File: src/axi_ls_config.svh
`ifndef AXI_LS_CONFIG_SVH
`define AXI_LS_CONFIG_SVH

// bus geometry
`define AXLS_ADDR_W 32
`define AXLS_DATA_W 64

// byte offset inside one bus word
`define AXLS_OFFS_W 3

`endif
File: src/axi_ls_lsu_pkg.sv
`include "axi_ls_config.svh"

package axi_ls_lsu_pkg;

    typedef logic [`AXLS_ADDR_W-1:0] lsu_addr_t;
    typedef logic [`AXLS_DATA_W-1:0] lsu_data_t;

    typedef enum logic [1:0] {
        LSU_BYTE  = 2'd0,
        LSU_HALF  = 2'd1,
        LSU_WORD  = 2'd2,
        LSU_DWORD = 2'd3
    } lsu_width_e;

    // one bus word seen as bytes or as half-words
    typedef union packed {
        logic [`AXLS_DATA_W-1:0]       dword;
        logic [7:0][7:0]               bytes;
        logic [3:0][15:0]              halves;
    } lsu_lanes_u;

    // strobe pattern of an access at offset zero
    function automatic logic [`AXLS_DATA_W/8-1:0] lsu_width_mask(lsu_width_e width);
        case (width)
            LSU_BYTE:  return 8'h01;
            LSU_HALF:  return 8'h03;
            LSU_WORD:  return 8'h0f;
            default:   return 8'hff;
        endcase
    endfunction

endpackage

File: src/axi_ls_bus_pkg.sv
`include "axi_ls_config.svh"

package axi_ls_bus_pkg;

    typedef logic [`AXLS_ADDR_W-1:0]   axi_addr_t;
    typedef logic [`AXLS_DATA_W-1:0]   axi_data_t;
    typedef logic [`AXLS_DATA_W/8-1:0] axi_strb_t;

    // xresp encoding
    typedef logic [1:0] axi_resp_t;
    localparam axi_resp_t RESP_OKAY   = 2'b00;
    localparam axi_resp_t RESP_EXOKAY = 2'b01;
    localparam axi_resp_t RESP_SLVERR = 2'b10;
    localparam axi_resp_t RESP_DECERR = 2'b11;

    // axsize, log2 of bytes per beat
    typedef logic [2:0] axi_size_t;
    localparam axi_size_t SIZE_1B = 3'd0;
    localparam axi_size_t SIZE_2B = 3'd1;
    localparam axi_size_t SIZE_4B = 3'd2;
    localparam axi_size_t SIZE_8B = 3'd3;

endpackage

File: src/axi_ls_top.sv
`timescale 1ns/1ps

module axi_ls_top (
    input  logic                       clock,
    input  logic                       reset,
    input  logic                       req_valid_i,
    input  logic                       req_write_i,
    input  axi_ls_lsu_pkg::lsu_addr_t  req_addr_i,
    input  axi_ls_lsu_pkg::lsu_width_e req_width_i,
    input  logic                       req_signed_i,
    input  axi_ls_lsu_pkg::lsu_data_t  req_wdata_i,
    output logic                       busy_o,
    output logic                       done_o,
    output axi_ls_lsu_pkg::lsu_data_t  rdata_o,
    output logic                       err_o,
    input  logic                       arready_i,
    output logic                       arvalid_o,
    output axi_ls_bus_pkg::axi_addr_t  araddr_o,
    output axi_ls_bus_pkg::axi_size_t  arsize_o,
    input  logic                       rvalid_i,
    output logic                       rready_o,
    input  axi_ls_bus_pkg::axi_data_t  rdata_i,
    input  axi_ls_bus_pkg::axi_resp_t  rresp_i,
    input  logic                       awready_i,
    output logic                       awvalid_o,
    output axi_ls_bus_pkg::axi_addr_t  awaddr_o,
    output axi_ls_bus_pkg::axi_size_t  awsize_o,
    input  logic                       wready_i,
    output logic                       wvalid_o,
    output axi_ls_bus_pkg::axi_data_t  wdata_o,
    output axi_ls_bus_pkg::axi_strb_t  wstrb_o,
    output logic                       wlast_o,
    input  logic                       bvalid_i,
    output logic                       bready_o,
    input  axi_ls_bus_pkg::axi_resp_t  bresp_i
);
    import axi_ls_bus_pkg::*;

    logic      rd_start;
    logic      wr_start;
    axi_addr_t bus_addr;    // aligned to the bus word
    axi_size_t bus_size;
    axi_data_t bus_wdata;
    axi_strb_t bus_wstrb;
    logic      rd_done;
    axi_data_t rd_data;
    axi_resp_t rd_resp;
    logic      wr_done;
    axi_resp_t wr_resp;

    // cpu ports and clock/reset by name
    axi_ls_lsu axi_ls_lsu_i (
        .rd_start_o  (rd_start),
        .wr_start_o  (wr_start),
        .bus_addr_o  (bus_addr),
        .bus_size_o  (bus_size),
        .bus_wdata_o (bus_wdata),
        .bus_wstrb_o (bus_wstrb),
        .rd_done_i   (rd_done),
        .rd_data_i   (rd_data),
        .rd_resp_i   (rd_resp),
        .wr_done_i   (wr_done),
        .wr_resp_i   (wr_resp),
        .*
    );

    // ar and r channels
    axi_ls_rd_engine axi_ls_rd_engine_i (
        .start_i (rd_start),
        .addr_i  (bus_addr),
        .size_i  (bus_size),
        .done_o  (rd_done),
        .data_o  (rd_data),
        .resp_o  (rd_resp),
        .*
    );

    // aw, w and b channels
    axi_ls_wr_engine axi_ls_wr_engine_i (
        .start_i (wr_start),
        .addr_i  (bus_addr),
        .size_i  (bus_size),
        .wdata_i (bus_wdata),
        .wstrb_i (bus_wstrb),
        .done_o  (wr_done),
        .resp_o  (wr_resp),
        .*
    );

endmodule

File: src/axi_ls_lsu.sv
`timescale 1ns/1ps
`include "axi_ls_config.svh"

module axi_ls_lsu (
    input  logic                       clock,
    input  logic                       reset,
    input  logic                       req_valid_i,
    input  logic                       req_write_i,
    input  axi_ls_lsu_pkg::lsu_addr_t  req_addr_i,
    input  axi_ls_lsu_pkg::lsu_width_e req_width_i,
    input  logic                       req_signed_i,
    input  axi_ls_lsu_pkg::lsu_data_t  req_wdata_i,
    input  logic                       rd_done_i,
    input  axi_ls_bus_pkg::axi_data_t  rd_data_i,
    input  axi_ls_bus_pkg::axi_resp_t  rd_resp_i,
    input  logic                       wr_done_i,
    input  axi_ls_bus_pkg::axi_resp_t  wr_resp_i,
    output logic                       busy_o,
    output logic                       rd_start_o,
    output logic                       wr_start_o,
    output axi_ls_bus_pkg::axi_addr_t  bus_addr_o,
    output axi_ls_bus_pkg::axi_size_t  bus_size_o,
    output axi_ls_bus_pkg::axi_data_t  bus_wdata_o,
    output axi_ls_bus_pkg::axi_strb_t  bus_wstrb_o,
    output logic                       done_o,
    output axi_ls_lsu_pkg::lsu_data_t  rdata_o,
    output logic                       err_o
);
    import axi_ls_bus_pkg::*;
    import axi_ls_lsu_pkg::*;

    logic                    accept;
    logic                    start_q;
    logic                    write_q;
    logic                    signed_q;
    lsu_width_e              width_q;
    lsu_addr_t               addr_q;
    logic [`AXLS_OFFS_W-1:0] offs;
    lsu_lanes_u              lanes;
    logic [31:0]             load_word;
    lsu_data_t               load_data;
    axi_resp_t               resp;
    logic                    err;

    assign accept = req_valid_i && !busy_o;   // pulses while busy are dropped
    assign offs   = addr_q[`AXLS_OFFS_W-1:0];

    always_ff @(posedge clock or negedge reset) begin
        if (!reset) begin
            busy_o  <= 1'b0;
            start_q <= 1'b0;
            done_o  <= 1'b0;
        end else begin
            start_q <= accept;
            done_o  <= rd_done_i || wr_done_i;
            if (accept) begin
                busy_o <= 1'b1;
            end else if (done_o) begin
                busy_o <= 1'b0;   // free again the cycle after done
            end
        end
    end

    // capture request, store data and strobe shifted onto their lanes
    always_ff @(posedge clock) begin
        if (accept) begin
            write_q     <= req_write_i;
            signed_q    <= req_signed_i;
            width_q     <= req_width_i;
            addr_q      <= req_addr_i;
            bus_wdata_o <= req_wdata_i << {req_addr_i[`AXLS_OFFS_W-1:0], 3'b000};
            bus_wstrb_o <= lsu_width_mask(req_width_i) << req_addr_i[`AXLS_OFFS_W-1:0];
        end
    end

    assign rd_start_o = start_q && !write_q;
    assign wr_start_o = start_q && write_q;
    assign bus_addr_o = {addr_q[`AXLS_ADDR_W-1:`AXLS_OFFS_W], {`AXLS_OFFS_W{1'b0}}};

    always_comb begin
        case (width_q)
            LSU_BYTE: bus_size_o = SIZE_1B;
            LSU_HALF: bus_size_o = SIZE_2B;
            LSU_WORD: bus_size_o = SIZE_4B;
            default:  bus_size_o = SIZE_8B;
        endcase
    end

    // pick the loaded lane and extend it
    always_comb begin
        lanes.dword = rd_data_i;
        load_word   = offs[2] ? lanes.dword[63:32] : lanes.dword[31:0];
        case (width_q)
            LSU_BYTE: load_data = {{56{signed_q & lanes.bytes[offs][7]}}, lanes.bytes[offs]};
            LSU_HALF: load_data = {{48{signed_q & lanes.halves[offs[2:1]][15]}},
                                   lanes.halves[offs[2:1]]};
            LSU_WORD: load_data = {{32{signed_q & load_word[31]}}, load_word};
            default:  load_data = lanes.dword;
        endcase
    end

    assign resp = wr_done_i ? wr_resp_i : rd_resp_i;
    assign err  = (resp == RESP_SLVERR) || (resp == RESP_DECERR);

    always_ff @(posedge clock) begin
        if (rd_done_i || wr_done_i) begin
            err_o   <= err;
            rdata_o <= (wr_done_i || err) ? '0 : load_data;   // zero for stores and faults
        end
    end

endmodule

File: src/axi_ls_wr_engine.sv
`timescale 1ns/1ps

module axi_ls_wr_engine (
    input  logic                      clock,
    input  logic                      reset,
    input  logic                      start_i,
    input  axi_ls_bus_pkg::axi_addr_t addr_i,
    input  axi_ls_bus_pkg::axi_size_t size_i,
    input  axi_ls_bus_pkg::axi_data_t wdata_i,
    input  axi_ls_bus_pkg::axi_strb_t wstrb_i,
    input  logic                      awready_i,
    input  logic                      wready_i,
    input  logic                      bvalid_i,
    input  axi_ls_bus_pkg::axi_resp_t bresp_i,
    output logic                      awvalid_o,
    output axi_ls_bus_pkg::axi_addr_t awaddr_o,
    output axi_ls_bus_pkg::axi_size_t awsize_o,
    output logic                      wvalid_o,
    output axi_ls_bus_pkg::axi_data_t wdata_o,
    output axi_ls_bus_pkg::axi_strb_t wstrb_o,
    output logic                      wlast_o,
    output logic                      bready_o,
    output logic                      done_o,
    output axi_ls_bus_pkg::axi_resp_t resp_o
);
    import axi_ls_bus_pkg::*;

    localparam logic [1:0] ST_IDLE = 2'd0;
    localparam logic [1:0] ST_ADDR = 2'd1;
    localparam logic [1:0] ST_DATA = 2'd2;
    localparam logic [1:0] ST_RESP = 2'd3;

    logic [1:0] state_q;
    logic [1:0] state_d;
    axi_addr_t  addr_q;
    axi_size_t  size_q;
    axi_data_t  data_q;
    axi_strb_t  strb_q;

    // aw first, then w, then wait on b
    always_comb begin
        state_d = state_q;
        case (state_q)
            ST_IDLE: begin
                if (start_i) state_d = ST_ADDR;
            end
            ST_ADDR: begin
                if (awready_i) state_d = ST_DATA;
            end
            ST_DATA: begin
                if (wready_i) state_d = ST_RESP;
            end
            ST_RESP: begin
                if (bvalid_i) state_d = ST_IDLE;
            end
            default: state_d = ST_IDLE;
        endcase
    end

    always_ff @(posedge clock or negedge reset) begin
        if (!reset) begin
            state_q <= ST_IDLE;
            done_o  <= 1'b0;
        end else begin
            state_q <= state_d;
            done_o  <= (state_q == ST_RESP) && bvalid_i;
        end
    end

    always_ff @(posedge clock) begin
        if (start_i && state_q == ST_IDLE) begin
            addr_q <= addr_i;
            size_q <= size_i;
            data_q <= wdata_i;   // already on its lanes
            strb_q <= wstrb_i;
        end
        if (state_q == ST_RESP && bvalid_i) begin
            resp_o <= bresp_i;
        end
    end

    assign awvalid_o = (state_q == ST_ADDR);
    assign awaddr_o  = addr_q;
    assign awsize_o  = size_q;

    assign wvalid_o  = (state_q == ST_DATA);
    assign wdata_o   = data_q;
    assign wstrb_o   = strb_q;
    assign wlast_o   = wvalid_o;    // single beat

    assign bready_o  = (state_q == ST_RESP);   // held for the whole b phase

endmodule

File: src/axi_ls_rd_engine.sv
`timescale 1ns/1ps

module axi_ls_rd_engine (
    input  logic                      clock,
    input  logic                      reset,
    input  logic                      start_i,
    input  axi_ls_bus_pkg::axi_addr_t addr_i,
    input  axi_ls_bus_pkg::axi_size_t size_i,
    input  logic                      arready_i,
    input  logic                      rvalid_i,
    input  axi_ls_bus_pkg::axi_data_t rdata_i,
    input  axi_ls_bus_pkg::axi_resp_t rresp_i,
    output logic                      arvalid_o,
    output axi_ls_bus_pkg::axi_addr_t araddr_o,
    output axi_ls_bus_pkg::axi_size_t arsize_o,
    output logic                      rready_o,
    output logic                      done_o,
    output axi_ls_bus_pkg::axi_data_t data_o,
    output axi_ls_bus_pkg::axi_resp_t resp_o
);
    import axi_ls_bus_pkg::*;

    localparam logic [1:0] ST_IDLE = 2'd0;
    localparam logic [1:0] ST_ADDR = 2'd1;
    localparam logic [1:0] ST_DATA = 2'd2;

    logic [1:0] state_q;
    logic [1:0] state_d;
    axi_addr_t  addr_q;
    axi_size_t  size_q;

    always_comb begin
        state_d = state_q;
        case (state_q)
            ST_IDLE: begin
                if (start_i) state_d = ST_ADDR;
            end
            ST_ADDR: begin
                if (arready_i) state_d = ST_DATA;   // ar handshake
            end
            ST_DATA: begin
                if (rvalid_i) state_d = ST_IDLE;    // single beat, done
            end
            default: state_d = ST_IDLE;
        endcase
    end

    always_ff @(posedge clock or negedge reset) begin
        if (!reset) begin
            state_q <= ST_IDLE;
            done_o  <= 1'b0;
        end else begin
            state_q <= state_d;
            done_o  <= (state_q == ST_DATA) && rvalid_i;
        end
    end

    // request held for the whole ar phase
    always_ff @(posedge clock) begin
        if (start_i && state_q == ST_IDLE) begin
            addr_q <= addr_i;
            size_q <= size_i;
        end
        if (state_q == ST_DATA && rvalid_i) begin
            data_o <= rdata_i;
            resp_o <= rresp_i;
        end
    end

    assign arvalid_o = (state_q == ST_ADDR);
    assign araddr_o  = addr_q;
    assign arsize_o  = size_q;
    assign rready_o  = (state_q == ST_DATA);

endmodule

File: config.mk
export PLATFORM = sky130hd
export DESIGN_NAME = axi_ls_top
export DESIGN_NICKNAME = d
export VERILOG_FILES = /design/src/axi_ls_lsu_pkg.sv /design/src/axi_ls_bus_pkg.sv /design/src/axi_ls_top.sv /design/src/axi_ls_lsu.sv /design/src/axi_ls_wr_engine.sv /design/src/axi_ls_rd_engine.sv
export VERILOG_INCLUDE_DIRS = /design/src
export SDC_FILE = /design/constraint.sdc
export NUM_CORES = 1
export LEC_CHECK = 0
export BUFFER_PORTS_ARGS = -buffer_cell sky130_fd_sc_hd__buf_2
export CORE_AREA = 2 2 169 171
export CTS_CLUSTER_DIAMETER = 40
export DETAILED_ROUTE_END_ITERATION = 10
export DIE_AREA = 0 0 171 173
export MAX_ROUTING_LAYER = met4
export PLACE_DENSITY = 0.91
export SLEW_MARGIN = 40
export SYNTH_ARGS = -nofsm -noshare
export SYNTH_HDL_FRONTEND = slang
export SYNTH_SLANG_ARGS = --single-unit
File: constraint.sdc
create_clock -name clock -period 17.03 [get_ports clock]
set_input_delay 0 -clock clock [delete_from_list [all_inputs] [get_ports clock]]
set_output_delay 0 -clock clock [all_outputs]
set_load 0.005 [all_outputs]
==> results.txt, run 1 <==
Die footprint: 29580 µm²
Root buffer selected by CTS: clkbuf_16
Kind of end point of the critical path: register
Unrepaired setup endpoints after global routing: false
Global-route wire length before repair: 72330 µm
Residual DRC: 0
Switching part of the total power: 26.33%
Leakage: 8.168 nW
Worst reg-to-reg setup slack: 14.13 ns
Number of hold violations in the final report: 0
Worst-skew pair later-pin latency: 0.55 ns
Number of antenna violations at the first check in global routing: 6
Status: completed
Synth warnings: 0
Worst min-delay path class: in -> reg
Die W: 171 µm
Initial detailed-routing violation count: 1881
Detailed-route wire length per cell: 25.45 µm
Hold slack final: 0.001098 ns
Sequential share of power: 46.8%
Synth Register Bits: 382
Drt total wl: 49850 µm
Buffer levels on the longest clock path: 3
Clock-pin transition on the worst setup and hold timing paths: 0.06 ns
Total core area: 27630 µm²
Area added between synthesis and finish: 33.90%
Internal power: 1.923 mW
Max Slew Vio Count: 0
Measured slew at the worst slew-check pin: 0.9131 ns
Average footprint of a synthesized cell: 15.39 µm²
Final nets: 1719
Global placer's final weighted congestion: 0.8974
Clock power frac: 38.5%
Initial standard-cell utilization of the core: 56.42%
IR drop worst, VDD: 0.00009378 V
Count of vias placed by the detailed router: 11800
Crit share post-route: 17.01%
Post-synthesis sequential area ratio: 73.30%
Logic gate share of total power: 14.6%
Commonest register cell after synthesis: edfxtp_1
First-pass iteration count of the detailed router: 9
Worst Setup Path Type: reg -> reg
Slew HR: 38.98%
Sum of net half-perimeters after detailed placement: 27840 µm
Share of flip-flops with an asynchronous set or reset: 2.356%
Total standard cell area after synthesis: 15590 µm²
Max-Cap Viols: 0
Number of placed I/O pins: 391
Number of distinct standard cells referenced by the synthesized netlist: 49
Post-route clock skew: 0.02926 ns
Layout cell share with drive strength beyond 1: 34.24%
Number of gates given a new drive strength after cts: 0
CTS tree: built
Global router's overall resource usage: 34.17%
CTS H-tree lvls: 2
Number of nets with antenna violations after routing: 0
Inserted Clock Buffers: 45
Pin count of the biggest net entering global routing: 88
Total of buffers placed on input and output ports: 380
Via count of the first global-routing pass: 12160
Max Fanout on Critical Path: 32
Crit path required time: 17.27 ns
Data arrival at the endpoint of the critical path: 3.14 ns
Total negative setup slack: 0 ns
Number of instances in the synthesized netlist: 1013
Post-synth EDFFs: 373
NetSw: 0.6873 mW
Aggregate global routing overflow: 0
Min cycle time layout: 2.897 ns
Per-cell via count in the routed design: 6.023
TritonCTS sink count: 382
Type of element launching the critical path: register
DIE HEIGHT: 173 µm
Power density normalized to cell area: 125.1 nW/µm²
Maximum operating frequency: 345.2 MHz
Cell row count: 61
# setup viols final: 0
[logic make-up (layout without fill, tap and decap cells)]
family          count (synthesis)  in the layout  synth area share, %
fa+ha+maj                       4              4               0.3211
compound gates                182            182                7.151
flops                         382            382                73.30
simple gates                  222            222                6.598
mux                           135            135                9.760
buf+inv                        87            641                2.849
other cells                     1             15              0.02406
[power groups by stage]
stage	Combinational (mW)	Clock [mW]	Sequential [mW]
detailed placement	0.321	0	1.23
CTS	0.358	0.994	1.21
global route	0.404	1.04	1.23
global placement	0.306	0	1.23
finish	0.382	1.01	1.22
floorplan	0.177	0	1.24
[stage by stage]
step / setup slack [ns] / cells / utilization [%] / total power [mW] / area (µm²)
floorplan: 11.19 / 1020 / - / 1.413 / 15620
global placement: 14.18 / 1714 / 64.10 / 1.533 / 17710
detailed placement: 14.24 / 1715 / 64.21 / 1.553 / 17740
CTS: 14.21 / 1951 / 75.35 / 2.566 / 20820
global route: 14.05 / 1958 / 75.54 / 2.673 / 20870
finish: 14.13 / 1959 / 75.55 / 2.611 / 20870
[Yosys cell counts (all sizes together), types with 2 or more instances]
library cell,number,area [µm²]
edfxtp,373,11200
nand2,81,306.6
mux2i,80,800.8
o21ai,76,380.4
nor2,54,202.7
mux2,46,518.0
buf,41,270.3
clkbuf,37,140.1
nand3,36,180.2
a31oi,24,150.1
a21oi,23,115.1
nor2b,21,131.4
o22ai,17,106.4
and2,11,68.82
a211oi,10,80.07
dfrtp,9,225.2
mux4,9,202.7
o2bb2ai,9,78.83
inv,8,30.03
nand2b,7,51.30
ha,4,50.05
o32ai,4,35.03
or2,4,25.02
a2bb2oi,3,26.28
nor3,3,15.01
o311a,3,30.03
a21o,2,15.01
a22o,2,17.52
nand4,2,25.02
o221ai,2,17.52
[worst max-delay path: stages, from the launching register on]
cell and delay [ns]:
edfxtp_1 0.73, buf_8 0.24, mux4_2 0.57, a22o_1 0.24
nand2_2 0.56, nand3_1 0.26
[final timing paths]
| path | start | cells past startpoint | to |
|---|---|---|---|
| hold reg to reg | axi_ls_lsu_i.bus_wdata_o[45]$_DFFE_PP_ | 0 | axi_ls_wr_engine_i.wdata_o[45]$_DFFE_PP_ |
| max in group asynchronous | reset | 3 | axi_ls_rd_engine_i.state_q[0]$_DFFE_PN0P_ |
| setup / recovery | axi_ls_lsu_i.addr_q[1]$_DFFE_PP_ | 5 | axi_ls_lsu_i.rdata_o[34]$_SDFFCE_PP0P_ |
| min in group asynchronous | reset | 3 | axi_ls_lsu_i.busy_o$_DFFE_PN0P_ |
| hold / removal | req_wdata_i[52] | 4 | axi_ls_lsu_i.bus_wdata_o[52]$_DFFE_PP_ |
| setup reg to reg | axi_ls_lsu_i.addr_q[1]$_DFFE_PP_ | 5 | axi_ls_lsu_i.rdata_o[34]$_SDFFCE_PP0P_ |
[metal layers]
metal	share of wire [%]	global-route usage [%]	vias up
li1	-	-	4926
met1	31	36.30	5602
met2	50	57.36	1005
met3	12	11.22	266
met4	6.3	16.14	0
met5	0	-	-
[cells in the final DEF (no fill, tap or decap), drive strengths merged, types with 3 or more instances in the layout]
master	instances
mux2	46
clkinv	16
ha	4
a211oi	10
conb	8
nand2	81
mux4	9
bufinv	7
inv	16
o22ai	17
a2bb2oi	3
a31oi	24
mux2i	80
nor3	3
and2	11
dlygate4sd3	154
nand2b	7
nand3	36
nor2	54
or2	4
dfrtp	9
a21oi	23
clkbuf	49
o311a	3
edfxtp	373
clkinvlp	3
o32ai	4
o2bb2ai	9
o21ai	76
nor2b	21
diode	7
buf	396
[state kept, by name, indices dropped and copies added, names as in the netlist, 8 cells and up]
signal and flops:
axi_ls_lsu_i.bus_wstrb_o 8, axi_ls_lsu_i.addr_q 32, axi_ls_wr_engine_i.awaddr_o 29, axi_ls_rd_engine_i.data_o 64
axi_ls_wr_engine_i.wdata_o 64, axi_ls_wr_engine_i.wstrb_o 8, axi_ls_lsu_i.rdata_o 64, axi_ls_lsu_i.bus_wdata_o 64
axi_ls_rd_engine_i.araddr_o 29
[layout make-up]
| type | instances | area [µm²] |
|---|---|---|
| timing repair buffer | 550 | 3605 |
| fill | 1591 | 6755 |
| inverter | 9 | 33.78 |
| clock buffer | 49 | 1141 |
| clock inverter | 33 | 394.1 |
| tap | 378 | 473.0 |
| sequential | 382 | 11430 |
| antenna | 7 | 17.52 |
| multi-input combinational | 551 | 3784 |
[repair_timing]
item / 4_1_cts / 5_1_grt
hold buffers: 154 / 0
setup buffers: 0 / 0
hold endpoints to repair: 158 / 0
Power figures use the tool's default switching activity.
==> inputs of run 2 (changes only) <==
CORE_AREA = 2 2 184 186   (was 2 2 169 171)
DIE_AREA = 0 0 186 188   (was 0 0 171 173)
PLACE_DENSITY = 0.82   (was 0.91)
clock period = 2.4 ns   (was 17.03 ns; I/O delays follow)
==> results.txt, run 2 (synthesis gave the netlist of run 1 again) <==
Global placer's final weighted congestion: 0.9220 (+2.7%)
Sequential share of power: 46.5% (-0.3 points)
Post-route clock skew: 0.01303 ns (-0.01623 ns)
Die W: 186 µm (+8.8%)
Via count of the first global-routing pass: 11810 (-2.8%)
First-pass iteration count of the detailed router: 5 (-4)
Worst-skew pair later-pin latency: 0.58 ns (+0.03 ns)
Root buffer selected by CTS: clkbuf_16
Initial detailed-routing violation count: 920 (-51%)
TritonCTS sink count: 382 (unchanged)
Number of antenna violations at the first check in global routing: 9 (+3)
# setup viols final: 0 (unchanged)
Leakage: 8.452 nW (+3.5%)
Layout cell share with drive strength beyond 1: 34.29% (+0.049 points)
Total Power Consumption: 18.60 mW (+610%)
Max Slew Vio Count: 0 (unchanged)
Unrepaired setup endpoints after global routing: false
Sum of net half-perimeters after detailed placement: 28900 µm (+3.8%)
CTS tree: built
Total core area: 33110 µm² (+20%)
Number of placed I/O pins: 391 (unchanged)
Min cycle time layout: 2.218 ns
Count of vias placed by the detailed router: 11340 (-3.9%)
Worst min-delay path class: in -> reg
Cell row count: 67 (+9.8%)
Number of gates given a new drive strength after cts: 0 (unchanged)
Source of the critical timing path: req_addr_i[1]
Buffer levels on the longest clock path: 3 (unchanged)
Final nets: 1775 (+3.3%)
Crit Reg-Reg Startpoint: axi_ls_rd_engine_i.data_o[47]$_DFFE_PP_
NetSw: 4.821 mW (+600%)
Top library cells by usage in the layout, fill and taps aside: buf_2, edfxtp_1, dlygate4sd3_1
Setup Slack @ Placement: 0.3685 ns (-13.87 ns)
Kind of end point of the critical path: register
Crit path required time: 2.69 ns (-14.58 ns)
Clock-pin transition on the worst setup and hold timing paths: 0.06 ns (about the same)
Inserted Clock Buffers: 49 (+8.9%)
Total of buffers placed on input and output ports: 380 (unchanged)
Crit share post-route: 92.40%
Residual DRC: 0 (unchanged)
CTS H-tree lvls: 2 (unchanged)
Number of stages on the worst hold path: 3 (-1)
Data arrival at the endpoint of the critical path: 2.51 ns (-0.63 ns)
Drt total wl: 45450 µm (-8.8%)
Slew HR: 48.25% (+9.3 points)
Max Fanout on Critical Path: 25 (-22%)
DIE HEIGHT: 188 µm (+8.7%)
IR drop worst, VDD: 0.0009018 V (+860%)
Number of placed instances with taps included: 1801 (+5.0%)
Maximum operating frequency: 451.0 MHz
Power density normalized to cell area: 859.8 nW/µm² (+590%)
Global router's overall resource usage: 26.47% (-7.7 points)
Number of hold violations in the final report: 0 (unchanged)
Final worst-path setup slack: 0.1825 ns (-13.95 ns)
Die footprint: 34970 µm² (+18%)
Worst min-delay path startpoint: rvalid_i
Type of element launching the critical path: input port
Aggregate global routing overflow: 0 (unchanged)
Placed Instance Area: 18060 µm² (+1.8%)
Area added between synthesis and finish: 38.79%
Logic gate share of total power: 14.6% (about the same)
Clock power frac: 38.9% (+0.4 points)
Switching part of the total power: 25.92% (-0.41 points)
Post-CTS setup-driven buffer insertion count: 0 (unchanged)
Quantity of hold-fixing buffers added after cts: 191 (+24%)
Global-route wire length before repair: 66880 µm (-7.5%)
Worst Setup Path Type: in -> reg
Max-Cap Viols: 0 (unchanged)
Internal power: 13.78 mW (+620%)
Number of cell instances on the worst register-to-register path: 5 (unchanged)
Leading cell type in the layout, fill and taps excluded: buf_2
Number of nets with antenna violations after routing: 0 (unchanged)
Summed area of non-filler cells in the final layout: 21640 µm² (+3.7%)
Initial standard-cell utilization of the core: 47.08% (-9.3 points)
Post-route non-filler standard cell count: 2092 (+6.8%)
Pin count of the biggest net entering global routing: 88 (unchanged)
Status: completed
Per-cell via count in the routed design: 5.422 (-10%)
Measured slew at the worst slew-check pin: 0.7763 ns (-0.1368 ns)
Detailed-route wire length per cell: 21.72 µm (-15%)
Final core utilization: 65.34% (-10 points)
[run 2: cell types whose count changed in the layout (fill, tap and decap cells not counted), sizes merged]
| cell | delta |
|---|---|
| clkbuf | +5 |
| buf | +15 |
| diode | +4 |
| clkinv | -3 |
| inv | +5 |
| bufinv | -4 |
| clkinvlp | +4 |
| dlygate4sd3 | +37 |
[run 2: critical path: stages]
cell,delay [ns]
buf_2,0.53
buf_4,0.34
mux2i_1,0.23
dlygate4sd3_1,0.58
nor2_1,0.04
a21oi_1,0.11
dlygate4sd3_1,0.57
mux2i_1,0.08
[run 2: worst paths after layout]
check	slack [ns]	to
worst min register to register	0.41	axi_ls_wr_engine_i.wdata_o[58]$_DFFE_PP_
worst min-delay path	0.03	axi_ls_rd_engine_i.done_o$_DFF_PN0_
max in group asynchronous	1.63	axi_ls_wr_engine_i.state_q[0]$_DFFE_PN0P_
worst max register to register	0.35	axi_ls_lsu_i.rdata_o[48]$_SDFFCE_PP0P_
worst max-delay path	0.18	axi_ls_lsu_i.bus_wdata_o[60]$_DFFE_PP_
min in group asynchronous	0.47	axi_ls_lsu_i.done_o$_DFF_PN0_
[run 2: layout make-up]
type                       instances  area, µm²
antenna                           11      27.53
clock buffer                      54       1276
clock inverter                    35      361.6
fill                            2244      11480
inverter                           9      33.78
multi-input combinational        551       3776
sequential                       382      11430
tap                              448      560.5
timing repair buffer             602       4174
[run 2: power groups by stage]
stage,Clock (mW),Combinational (mW),Sequential [mW]
detailed placement,0,2.36,8.76
global placement,0,2.28,8.72
floorplan,0,1.26,8.72
global route,7.62,2.95,8.70
finish,7.23,2.72,8.65
CTS,7.31,2.67,8.63
[run 2: per-layer routing]
| metal | GRT usage [%] | part of all wire, % | wire (µm) |
|---|---|---|---|
| met5 | - | 0 | 0 |
| met4 | 14.93 | 5.8 | 2655 |
| met3 | 7.827 | 9.9 | 4478 |
| met2 | 44.41 | 51 | 23180 |
| met1 | 27.63 | 33 | 15140 |
[run 2: stage by stage]
stage | setup TNS (ns) | hold WS (ns)
floorplan | -8.964 | -0.2956
global placement | 0 | -0.1376
CTS | 0 | 0.006296
detailed placement | 0 | -0.1313
global route | 0 | 0.03654
finish | 0 | 0.02695
==> inputs of run 3 (changes only) <==
PLACE_DENSITY = not set   (was 0.82)
PLACE_DENSITY_LB_ADDON = 0.08   (was not set)
==> results.txt, run 3 (synthesis gave the netlist of run 1 again) <==
Pin count of the biggest net entering global routing: 67 (-24%)
Number of placed I/O pins: 391 (unchanged)
Via count of the first global-routing pass: 11050 (-6.5%)
Cell at the slowest stage of the critical path: dlygate4sd3_1
Total of buffers placed on input and output ports: 380 (unchanged)
Switching part of the total power: 24.97% (-0.94 points)
Kind of end point of the critical path: register
Number of hold violations in the final report: 0 (unchanged)
Maximum operating frequency: 445.0 MHz (-1.3%)
Root buffer selected by CTS: clkbuf_16
Global placer's final weighted congestion: 0.8544 (-7.3%)
Data arrival at the endpoint of the critical path: 2.53 ns (+0.02 ns)
Total Power Consumption: 18.68 mW (+0.40%)
Internal power: 14.01 mW (+1.7%)
Layout cell share with drive strength beyond 1: 35.12% (+0.83 points)
First-pass iteration count of the detailed router: 7 (+2)
Final core utilization: 65.43% (+0.087 points)
Crit share post-route: 93.64% (+1.2 points)
Aggregate global routing overflow: 0 (unchanged)
Type of element launching the critical path: input port
Global-route wire length before repair: 61940 µm (-7.4%)
Number of gates given a new drive strength after cts: 0 (unchanged)
Worst min-delay path startpoint: req_wdata_i[42]
Number of antenna violations at the first check in global routing: 8 (-1)
Clock power frac: 39.5% (+0.6 points)
Quantity of hold-fixing buffers added after cts: 180 (-5.8%)
Number of stages on the worst hold path: 5 (+2)
Max-Cap Viols: 0 (unchanged)
Cell repeated most along the worst path: dlygate4sd3_1
Drt total wl: 41340 µm (-9.0%)
Kind of cell adding the most delay to the critical path: buffers and inverters
Number of nets with antenna violations after routing: 0 (unchanged)
Worst-skew pair later-pin latency: 0.56 ns (-0.02 ns)
Post-route clock skew: 0.01226 ns (-0.0007773 ns)
Die W: 186 µm (unchanged)
WP buf/inv: 4 (unchanged)
Worst min-delay path class: in -> reg
Global router's overall resource usage: 24.19% (-2.3 points)
# setup viols final: 0 (unchanged)
CTS tree: built
IR drop worst, VDD: 0.0006753 V (-25%)
Count of vias placed by the detailed router: 10790 (-4.9%)
Sum of net half-perimeters after detailed placement: 28100 µm (-2.8%)
Total core area: 33110 µm² (unchanged)
Leading cell type in the layout, fill and taps excluded: buf_2
Area added between synthesis and finish: 38.98%
Logic gate share of total power: 14.4% (-0.2 points)
Per-cell via count in the routed design: 5.144 (-5.1%)
Measured slew at the worst slew-check pin: 0.6969 ns (-0.07934 ns)
Inserted Clock Buffers: 51 (+4.1%)
Status: completed
WHS Endpoint: axi_ls_lsu_i.bus_wdata_o[50]$_DFFE_PP_
Slew HR: 53.54% (+5.3 points)
Residual DRC: 0 (unchanged)
Initial standard-cell utilization of the core: 47.08% (unchanged)
Power density normalized to cell area: 862.0 nW/µm² (+0.27%)
End of the worst register-to-register path: axi_ls_lsu_i.rdata_o[61]$_SDFFCE_PP0P_
Max Slew Vio Count: 0 (unchanged)
Number of cell instances on the worst register-to-register path: 6 (+1)
Max Fanout on Critical Path: 23 (-8.0%)
Crit path required time: 2.69 ns (about the same)
Source of the critical timing path: req_addr_i[1]
Min cycle time layout: 2.247 ns (+0.02975 ns)
Final nets: 1779 (+0.23%)
Filler instances: 2413 (+7.5%)
TritonCTS sink count: 382 (unchanged)
Worst Setup Path Type: in -> reg
NetSw: 4.664 mW (-3.3%)
DIE HEIGHT: 188 µm (unchanged)
CTS H-tree lvls: 2 (unchanged)
Buffer levels on the longest clock path: 3 (unchanged)
Cell row count: 67 (unchanged)
Leakage: 8.508 nW (+0.66%)
Detailed-route wire length per cell: 19.72 µm (-9.2%)
Highest cell delay on the worst timing path: 0.58 ns (about the same)
Post-CTS setup-driven buffer insertion count: 0 (unchanged)
Sequential share of power: 46.2% (-0.3 points)
Die footprint: 34970 µm² (unchanged)
Clock-pin transition on the worst setup and hold timing paths: 0.05 ns (about the same)
List of cells traversed by the critical path: buf_2, buf_4, mux2_2, dlygate4sd3_1, a21oi_1, dlygate4sd3_1, mux2i_1
Initial detailed-routing violation count: 788 (-14%)
Crit Reg-Reg Startpoint: axi_ls_lsu_i.addr_q[1]$_DFFE_PP_
Worst reg-to-reg setup slack: 0.26 ns (-0.09 ns)
Top library cells by usage in the layout, fill and taps aside: buf_2, edfxtp_1, dlygate4sd3_1
Unrepaired setup endpoints after global routing: false
## run 3: per-layer routing
metal | part of all wire [%] | global-route usage [%]
met3 | 8.4 | 6.370
met2 | 50 | 39.79
met1 | 38 | 28.27
met4 | 3.9 | 9.600
met5 | 0 | -
## run 3: worst max-delay path by stage
stage | cells after the start | to | slack [ns]
6_report | 7 | axi_ls_lsu_i.bus_wdata_o[56]$_DFFE_PP_ | 0.15
3_5_place_dp | 6 | axi_ls_lsu_i.rdata_o[61]$_SDFFCE_PP0P_ | 0.28
4_1_cts | 6 | axi_ls_lsu_i.rdata_o[61]$_SDFFCE_PP0P_ | 0.25
3_3_place_gp | 6 | axi_ls_lsu_i.rdata_o[43]$_SDFFCE_PP0P_ | 0.33
5_1_grt | 7 | axi_ls_lsu_i.bus_wdata_o[55]$_DFFE_PP_ | 0.05
2_1_floorplan | 1 | axi_ls_lsu_i.addr_q[0]$_DFFE_PP_ | -0.08
## run 3: worst register-to-register path, cell delays in order (launching register included)
cell,delay (ns)
edfxtp_1,0.43
buf_4,0.21
mux2i_1,0.13
a211oi_2,0.34
nand4_2,0.45
buf_4,0.35
nand3_1,0.09
## run 3: area by class of cell
type                    instances  area [µm²]  share of cell area, %
flip-flops and latches        382       11430                  52.74
repair buffers                604        4165                  19.23
multi-input cells             551        3776                  17.43
clock buffers                  61        1335                  6.162
well taps                     448       560.5                  2.587
clock inverters                33       345.3                  1.594
inverters                       9       33.78                 0.1559
diodes                          9       22.52                 0.1040
## run 3: power by group through the flow
stage	clock network (mW)	logic, mW	registers [mW]
2_1_floorplan	0	1.26	8.72
3_3_place_gp	0	2.37	8.74
3_5_place_dp	0	2.42	8.76
4_1_cts	7.50	2.70	8.63
5_1_grt	7.78	2.95	8.68
6_report	7.38	2.68	8.62
## run 3: stage by stage
step / setup WS (ns) / cell area, µm² / hold WS [ns] / std cells / TNS (ns)
after floorplan: -0.08300 / 15640 / -0.2956 / 1020 / -8.964
after global placement: 0.3250 / 18160 / -0.1311 / 1814 / 0
after detailed placement: 0.2753 / 18160 / -0.1346 / 1814 / 0
after CTS: 0.2482 / 21640 / 0.01368 / 2088 / 0
after global routing: 0.05467 / 21660 / 0.04566 / 2096 / 0
final: 0.1527 / 21660 / 0.03361 / 2097 / 0
